--- config.mk ---
export PLATFORM = sky130hd
export DESIGN_NAME = uart_top
export DESIGN_NICKNAME = d
export VERILOG_FILES = /design/src/uart_pkg.sv /design/src/uart_top.sv /design/src/uart_rx.sv /design/src/uart_tx.sv
export SDC_FILE = /design/constraint.sdc
export NUM_CORES = 1
export LEC_CHECK = 0
export BUFFER_PORTS_ARGS = -buffer_cell sky130_fd_sc_hd__buf_2
export CAP_MARGIN = 15
export CELL_PAD_IN_SITES_DETAIL_PLACEMENT = 2
export CELL_PAD_IN_SITES_GLOBAL_PLACEMENT = 2
export CORE_MARGIN = 2
export CORE_UTILIZATION = 38
export CTS_CLUSTER_SIZE = 24
export DETAILED_ROUTE_END_ITERATION = 16
export PLACE_DENSITY_LB_ADDON = 0.1
export SYNTH_ARGS = -nofsm -noshare
export SYNTH_HDL_FRONTEND = slang
export SYNTH_HIERARCHICAL = 1
export SYNTH_SLANG_ARGS = --single-unit
export TNS_END_PERCENT = 100
--- constraint.sdc ---
create_clock -name tx_clk -period 2.1 [get_ports tx_clk]
set_input_delay 0.21 -clock tx_clk [delete_from_list [all_inputs] [get_ports tx_clk]]
set_output_delay 0.21 -clock tx_clk [all_outputs]
set_load 0.005 [all_outputs]
--- src/uart_pkg.sv ---
package uart_pkg;

	localparam int DATA_WIDTH = 8;                  // payload bits per frame
	localparam int FRAME_BITS = DATA_WIDTH + 3;     // start + data + parity + stop

	typedef logic [DATA_WIDTH-1:0] data_t;          // payload word

	// one frame word with two views
	// raw is what goes on the line and bit 0 is sent first
	typedef union packed {
		logic [FRAME_BITS-1:0] raw;                 // shift view
		struct packed {
			logic  stop_bit;                        // msb and sent last
			logic  parity_bit;
			data_t data;                            // sent lsb first
			logic  start_bit;                       // lsb and sent first
		} fields;                                   // field view
	} uart_frame_u;

	// parity bit for a payload word
	// even parity gives the plain xor and odd parity its inverse
	function automatic logic calc_parity(
		input data_t data,
		input logic  odd
	);
		logic par;
		par = ^data;                                // even parity
		return par ^ odd;                           // flip for odd parity
	endfunction

endpackage
--- src/uart_top.sv ---
`timescale 1ns/1ns

module uart_top #(
	parameter int CLOCKS_PER_BIT = 8,               // even, at least 4
	parameter int PARITY_ODD     = 0                // 0 even parity, 1 odd parity
) (
	input  logic            tx_clk,                 // single clock for both halves
	input  logic            reset,                  // sync, active high

	// transmitter side
	input  logic            i_tx_enable,            // start strobe
	input  uart_pkg::data_t i_tx_data,              // word to send
	output logic            o_tx_busy,              // frame in flight
	output logic            o_serial_out,           // serial line out

	// receiver side
	input  logic            i_serial_in,            // serial line in
	output uart_pkg::data_t o_rx_data,              // received word
	output logic            o_rx_valid,             // one cycle per frame
	output logic            o_rx_error              // parity or framing error
);

	// transmitter
	uart_tx #(
		.CLOCKS_PER_BIT (CLOCKS_PER_BIT),
		.PARITY_ODD     (PARITY_ODD)
	) i_uart_tx (
		.tx_clk       (tx_clk),
		.reset        (reset),
		.i_enable     (i_tx_enable),
		.i_data       (i_tx_data),
		.o_busy       (o_tx_busy),
		.o_serial_out (o_serial_out)
	);

	// receiver, line comes from outside so a loopback lives in the testbench
	uart_rx #(
		.CLOCKS_PER_BIT (CLOCKS_PER_BIT),
		.PARITY_ODD     (PARITY_ODD)
	) i_uart_rx (
		.tx_clk      (tx_clk),
		.reset       (reset),
		.i_serial_in (i_serial_in),
		.o_data      (o_rx_data),
		.o_valid     (o_rx_valid),
		.o_error     (o_rx_error)
	);

endmodule

--- src/uart_rx.sv ---
`timescale 1ns/1ns

module uart_rx #(
	parameter int CLOCKS_PER_BIT = 8,               // tx_clk cycles per serial bit
	parameter int PARITY_ODD     = 0                // 0 even parity, 1 odd parity
) (
	input  logic            tx_clk,
	input  logic            reset,                  // sync, active high
	input  logic            i_serial_in,            // async serial line
	output uart_pkg::data_t o_data,                 // last received word
	output logic            o_valid,                // one cycle per frame
	output logic            o_error                 // parity or stop bit wrong
);
	import uart_pkg::*;

	localparam int CNT_W  = $clog2(CLOCKS_PER_BIT);
	localparam int DBIT_W = $clog2(DATA_WIDTH);
	localparam logic [CNT_W-1:0]  CNT_LAST  = CNT_W'(CLOCKS_PER_BIT - 1);    // mid of next bit
	localparam logic [CNT_W-1:0]  CNT_HALF  = CNT_W'(CLOCKS_PER_BIT / 2 - 1); // mid of start bit
	localparam logic [DBIT_W-1:0] DBIT_LAST = DBIT_W'(DATA_WIDTH - 1);
	localparam logic ODD = (PARITY_ODD != 0);

	// fsm states
	localparam logic [2:0] S_IDLE   = 3'd0;       // wait for falling edge
	localparam logic [2:0] S_START  = 3'd1;       // confirm start bit at mid-bit
	localparam logic [2:0] S_DATA   = 3'd2;       // eight data bits
	localparam logic [2:0] S_PARITY = 3'd3;
	localparam logic [2:0] S_STOP   = 3'd4;

	logic [2:0]        sync;                        // three flop synchronizer
	logic              line;                        // synchronized line
	logic              line_d;                      // line one cycle back
	logic              fall;                        // falling edge on line
	logic [2:0]        state;
	logic [CNT_W-1:0]  cnt;                         // cycles since last sample
	logic [DBIT_W-1:0] bit_cnt;                     // data bits taken
	logic              sample;                      // mid-bit strobe
	logic              shift_en;                    // take line into frame
	uart_frame_u       frame;                       // sipo shift register
	uart_frame_u       frame_next;                  // frame including current sample
	logic              parity_bad;
	logic              stop_bad;

	assign line   = sync[2];
	assign fall   = line_d && !line;
	assign sample = (cnt == CNT_LAST);

	// synchronizer and edge detector, preset to the idle level
	always_ff @(posedge tx_clk) begin
		if (reset) begin
			sync   <= 3'b111;
			line_d <= 1'b1;
		end else begin
			sync   <= {sync[1:0], i_serial_in};
			line_d <= line;
		end
	end

	// samples enter at the msb so the start bit ends up in bit 0
	always_comb begin
		frame_next.raw = {line, frame.raw[FRAME_BITS-1:1]};
	end

	// shift on the start check and on every later sample
	assign shift_en = (state == S_START) ? (cnt == CNT_HALF) :
	                  ((state != S_IDLE) && sample);

	always_ff @(posedge tx_clk) begin
		if (shift_en) begin
			frame <= frame_next;
		end
	end

	// frame checks read the field view of the completed frame
	assign parity_bad = (frame_next.fields.parity_bit !=
	                     calc_parity(frame_next.fields.data, ODD));
	assign stop_bad   = !frame_next.fields.stop_bit;  // framing error

	always_ff @(posedge tx_clk) begin
		if (reset) begin
			state   <= S_IDLE;
			cnt     <= '0;
			bit_cnt <= '0;
			o_valid <= 1'b0;
			o_data  <= '0;
			o_error <= 1'b0;
		end else begin
			o_valid <= 1'b0;                        // pulse default
			cnt     <= cnt + 1'b1;
			case (state)
				S_IDLE: begin
					if (fall) begin
						state <= S_START;
						cnt   <= CNT_W'(1);         // edge cycle counts as one
					end
				end
				S_START: begin
					if (cnt == CNT_HALF) begin
						cnt     <= '0;
						bit_cnt <= '0;
						if (line) begin
							state <= S_IDLE;        // glitch, not a start bit
						end else begin
							state <= S_DATA;
						end
					end
				end
				S_DATA: begin
					if (sample) begin
						cnt     <= '0;
						bit_cnt <= bit_cnt + 1'b1;
						if (bit_cnt == DBIT_LAST) begin
							state <= S_PARITY;
						end
					end
				end
				S_PARITY: begin
					if (sample) begin
						cnt   <= '0;
						state <= S_STOP;
					end
				end
				S_STOP: begin
					if (sample) begin
						cnt     <= '0;
						state   <= S_IDLE;          // rearm at mid stop bit
						o_valid <= 1'b1;
						o_data  <= frame_next.fields.data;  // delivered even on error
						o_error <= parity_bad || stop_bad;
					end
				end
				default: begin
					state <= S_IDLE;
				end
			endcase
		end
	end

	// a frame takes many cycles so valid can never repeat back to back
	a_valid_pulse: assert property (
		@(posedge tx_clk) disable iff (reset)
		o_valid |=> !o_valid
	);

	// no stale valid right after a reset cycle
	a_valid_after_reset: assert property (
		@(posedge tx_clk)
		reset |=> !o_valid
	);

endmodule

--- src/uart_tx.sv ---
`timescale 1ns/1ns

module uart_tx #(
	parameter int CLOCKS_PER_BIT = 8,               // tx_clk cycles per serial bit
	parameter int PARITY_ODD     = 0                // 0 even parity, 1 odd parity
) (
	input  logic            tx_clk,
	input  logic            reset,                  // sync, active high
	input  logic            i_enable,               // one cycle start strobe
	input  uart_pkg::data_t i_data,                 // word to send
	output logic            o_busy,                 // frame in flight
	output logic            o_serial_out            // serial line, idles high
);
	import uart_pkg::*;

	localparam int CNT_W = $clog2(CLOCKS_PER_BIT);  // baud counter width
	localparam int BIT_W = $clog2(FRAME_BITS);      // frame bit counter width
	localparam logic [CNT_W-1:0] CNT_LAST = CNT_W'(CLOCKS_PER_BIT - 1);
	localparam logic [BIT_W-1:0] BIT_LAST = BIT_W'(FRAME_BITS - 1);
	localparam logic ODD = (PARITY_ODD != 0);

	logic [CNT_W-1:0] baud_cnt;                     // cycles into current bit
	logic [BIT_W-1:0] bit_cnt;                      // bits already on the line
	logic             baud_tick;                    // last cycle of a bit
	logic             start;                        // strobe accepted
	uart_frame_u      load_frame;                   // frame built from i_data
	uart_frame_u      frame;                        // piso shift register

	assign start     = i_enable && !o_busy;         // strobes while busy are dropped
	assign baud_tick = (baud_cnt == CNT_LAST);

	// build the frame through the field view
	always_comb begin
		load_frame.fields.start_bit  = 1'b0;
		load_frame.fields.data       = i_data;
		load_frame.fields.parity_bit = calc_parity(i_data, ODD);
		load_frame.fields.stop_bit   = 1'b1;
	end

	// whole frame, shifted right at the end of each bit with idle ones behind it
	always_ff @(posedge tx_clk) begin
		if (start) begin
			frame <= load_frame;                    // capture word with the strobe
		end else if (o_busy && baud_tick) begin
			frame.raw <= {1'b1, frame.raw[FRAME_BITS-1:1]};  // next bit into bit 0
		end
	end

	// baud counter restarts on the strobe so bit edges line up with it
	always_ff @(posedge tx_clk) begin
		if (reset) begin
			baud_cnt <= '0;
		end else if (!o_busy) begin
			baud_cnt <= '0;                         // hold at zero while idle
		end else if (baud_tick) begin
			baud_cnt <= '0;
		end else begin
			baud_cnt <= baud_cnt + 1'b1;
		end
	end

	// bit counter and busy flag
	always_ff @(posedge tx_clk) begin
		if (reset) begin
			bit_cnt <= '0;
			o_busy  <= 1'b0;
		end else if (start) begin
			bit_cnt <= '0;
			o_busy  <= 1'b1;                        // busy together with start bit
		end else if (o_busy && baud_tick) begin
			if (bit_cnt == BIT_LAST) begin
				bit_cnt <= '0;
				o_busy  <= 1'b0;                    // end of stop bit
			end else begin
				bit_cnt <= bit_cnt + 1'b1;
			end
		end
	end

	// line driver, registered from bit 0 of the frame
	always_ff @(posedge tx_clk) begin
		if (reset) begin
			o_serial_out <= 1'b1;                   // idle level
		end else if (start) begin
			o_serial_out <= load_frame.raw[0];      // start bit right after the strobe
		end else if (o_busy && baud_tick) begin
			o_serial_out <= frame.raw[1];           // bit 0 after this shift, idle one after stop
		end
	end

	// line must idle high whenever no frame is in flight
	a_idle_high: assert property (
		@(posedge tx_clk) disable iff (reset)
		!o_busy |-> o_serial_out
	);

	// an accepted strobe starts a frame on the next cycle, start bit on the line
	a_start_busy: assert property (
		@(posedge tx_clk) disable iff (reset)
		(i_enable && !o_busy) |=> (o_busy && !o_serial_out)
	);

endmodule

==> impl_metrics.tcl <==
set metrics [dict create \
    crit_arrival_ps 1980 \
    nNetsFinal 242 \
    hold_buffers 0 \
    avgRoutedWirePerCell_um 16.04 \
    cts_tree "yes" \
    grt_max_degree 31 \
    path_clk_slew_ps 90 \
    worstSetupPathType "reg -> reg" \
    setup_viol 0 \
    fin_util 0.4422 \
    grt.overflow.total 0 \
    hold_viol_final 0 \
    ios 24 \
    fin_crit_ps 1808 \
    grt_pass1_vias 1586 \
    synth.area.top_cells "dfxtp_1 (29%), edfxtp_1 (25%), ha_1 (4.6%), xnor2_1 (4.4%), a21oi_1 (3.7%)" \
    rr_worst_depth 6 \
    track_usage 0.1571 \
    core_sq_um 5540 \
    clockRootBuffer "clkbuf_8" \
    hold_start "i_serial_in" \
    rsz0062_at_grt "no" \
    postCtsSetupBuffers 0 \
    min_path_cells 2 \
    final_common_cell "dfxtp_1" \
    via_per_inst 5.180 \
    avgSynthCellArea_sq_um 10.90 \
    fillers 599 \
    sw_frac_of_total 0.2160 \
    finalWirelength_um 4716 \
    synth_edf_count 18 \
    min_to "i_uart_rx/sync[0]" \
    netlist_area_sq_um 2181 \
    end_kind "register" \
    ys_warn_count 6 \
    synth_flop_cell "dfxtp_1" \
    die_w_um 79.76 \
    reg2reg_to "i_uart_rx/bit_cnt[0]" \
    cap_violations 0 \
    tightestPinTransition_ps 581.5 \
    vias 1523 \
    cts-buffers-inserted 5 \
    p_leak_nw 0.9216 \
    place_congestion 0.7481 \
    drtIter0Drc 76 \
    netSwitchingPower_w 0.0003936 \
    synthDistinctLibCells 42 \
    finClkSkew_ps 8.735 \
    place_ws_ps 234.4 \
    fmax_mhz 553.0 \
    worstSkewPairLatency_ps 300 \
    tns_ps 0 \
    cts_buffer_depth 2 \
    cp_max_fo 10 \
    layout_setup_ws_ps 291.7 \
    vdd_drop_max_v 0.0004425 \
    dr.pass1.iters 4 \
    clkPwrFrac 0.367 \
    grt_pass1_wl_um 7569 \
    die_area_sq_um 6361 \
    seq_area_frac_synth 0.5416 \
    power.internal_w 0.001429 \
    worstHoldPathType "in -> reg" \
    synth-seq-cells 50 \
    seqPwrFrac 0.571 \
    area_growth_pct 12.34 \
    io_buffers 23 \
    route.detailed.drc 0 \
    final_cell_mix "dfxtp_1 (32), buf_2 (23), nand2_1 (21)" \
    syn-num-nets 220 \
    start_util 0.3936 \
    comb_power_share 0.062 \
    h-tree-depth 2 \
    hpwl_um 3385 \
    n_antenna_cell 0 \
    die_y_um 79.76 \
    clock_sinks 50 \
    outcome "completed" \
    synthArstFlopShare 0 \
    required_ps 2270 \
    synth_top_area_frac 0.2937 \
    holdWs_ps 83.59 \
    cp-start-kind "register" \
    power_density_nw_per_um2 743.8 \
    layout-drive-gt1-share 0.1847 \
    reg2reg_slack_ps 290 \
    slew_viol_final 0 \
    antenna_left 0 \
    netlist_instances 200 \
    slew_headroom 0.6124 \
    timing.final.crit_share 0.8611 \
    reg2reg_from "i_uart_rx/cnt[0]" \
    antenna_found_initial 0 \
    p_total_w 0.001822 \
    synth_top_cell_by_area "dfxtp_1" \
    num_rows 27 \
]
## per-stage QoR
stage	instance area [sq um]	instances
finish	2450	294
global route	2450	294
CTS	2446	294
detailed placement	2338	287
global placement	2338	287
floorplan	2181	200
## cells by family after synthesis
| family | Yosys count | synth area share |
|---|---|---|
| compound gates | 41 | 0.1251 |
| xor+xnor | 15 | 0.06655 |
| fa+ha+maj | 8 | 0.04590 |
| buf+inv | 13 | 0.03213 |
| flops | 50 | 0.5416 |
| mux | 2 | 0.009180 |
| simple gates | 71 | 0.1796 |
## critical path, cell delays in order (launching register included)
cell	delay [ps]
dfxtp_1	360
ha_1	200
ha_1	370
nand3b_1	170
a21oi_2	310
mux2i_1	220
nor2_1	50
## worst max path at each step
stage | from | end | slack [ps] | depth (start not counted)
after floorplan | i_uart_rx/cnt[0] | i_uart_rx/frame[10] | 190 | 4
after global placement | i_uart_rx/cnt[0] | i_uart_rx/bit_cnt[0] | 410 | 6
after detailed placement | i_uart_rx/cnt[0] | i_uart_rx/bit_cnt[0] | 230 | 6
after CTS | i_uart_rx/cnt[0] | i_uart_rx/bit_cnt[0] | 200 | 6
after global routing | i_uart_rx/cnt[0] | i_uart_rx/bit_cnt[0] | 130 | 6
final | i_uart_rx/cnt[0] | i_uart_rx/bit_cnt[0] | 290 | 6
## synthesized netlist by cell type, types with 2 or more instances
library cell / count
a22o_1: 8
o21ai_0: 4
nor3_1: 4
edfxtp_1: 18
a21oi_1: 16
or2_2: 4
nor2b_1: 7
nand2b_1: 3
clkbuf_1: 2
nor2_1: 10
ha_1: 8
xor2_1: 3
a311oi_1: 2
and2_1: 2
a211oi_1: 3
nand3_1: 4
nand3b_1: 2
inv_1: 4
mux2i_1: 2
nor3b_1: 6
buf_6: 2
nand2_1: 21
buf_2: 5
xnor2_1: 11
dfxtp_1: 32
## registers in the layout, summed over array words and instances (netlist names), 3 cells and up
register            count
i_uart_rx/bit_cnt       3
i_uart_tx/frame         9
i_uart_rx/cnt           3
i_uart_rx/state         3
i_uart_tx/baud_cnt      3
i_uart_rx/sync          3
i_uart_tx/bit_cnt       4
i_uart_rx/frame         9
i_uart_rx/o_data        8
## timing repair
action | CTS | global route
endpoints found under the setup margin | 0 | 1
resized for setup | 0 | 1
hold endpoints to repair | 0 | 0
## power groups by stage
stage               Sequential [W]  Combinational, W  Clock (W)
floorplan                  0.00106         0.0000783          0
global placement           0.00106          0.000104          0
detailed placement         0.00106          0.000114          0
CTS                        0.00104          0.000115   0.000703
global route               0.00104          0.000125   0.000735
finish                     0.00104          0.000113   0.000669
## layout make-up
class | count | area [sq um] | share of cell area
flip-flops and latches | 50 | 1181 | 0.4821
multi-input cells | 137 | 933.4 | 0.3810
repair buffers | 24 | 122.6 | 0.05005
well taps | 72 | 90.09 | 0.03677
clock buffers | 5 | 68.82 | 0.02809
clock inverters | 2 | 38.79 | 0.01583
inverters | 4 | 15.01 | 0.006129
## routing by layer
layer | vias up | global-route usage | wire (um)
met5 | - | 0 | 0
met4 | 0 | 0.05593 | 56
met3 | 6 | 0.04072 | 138
met2 | 23 | 0.2815 | 2453
met1 | 748 | 0.1799 | 2067
li1 | 746 | - | -
No activity file was read; power rests on OpenSTA's default activity.
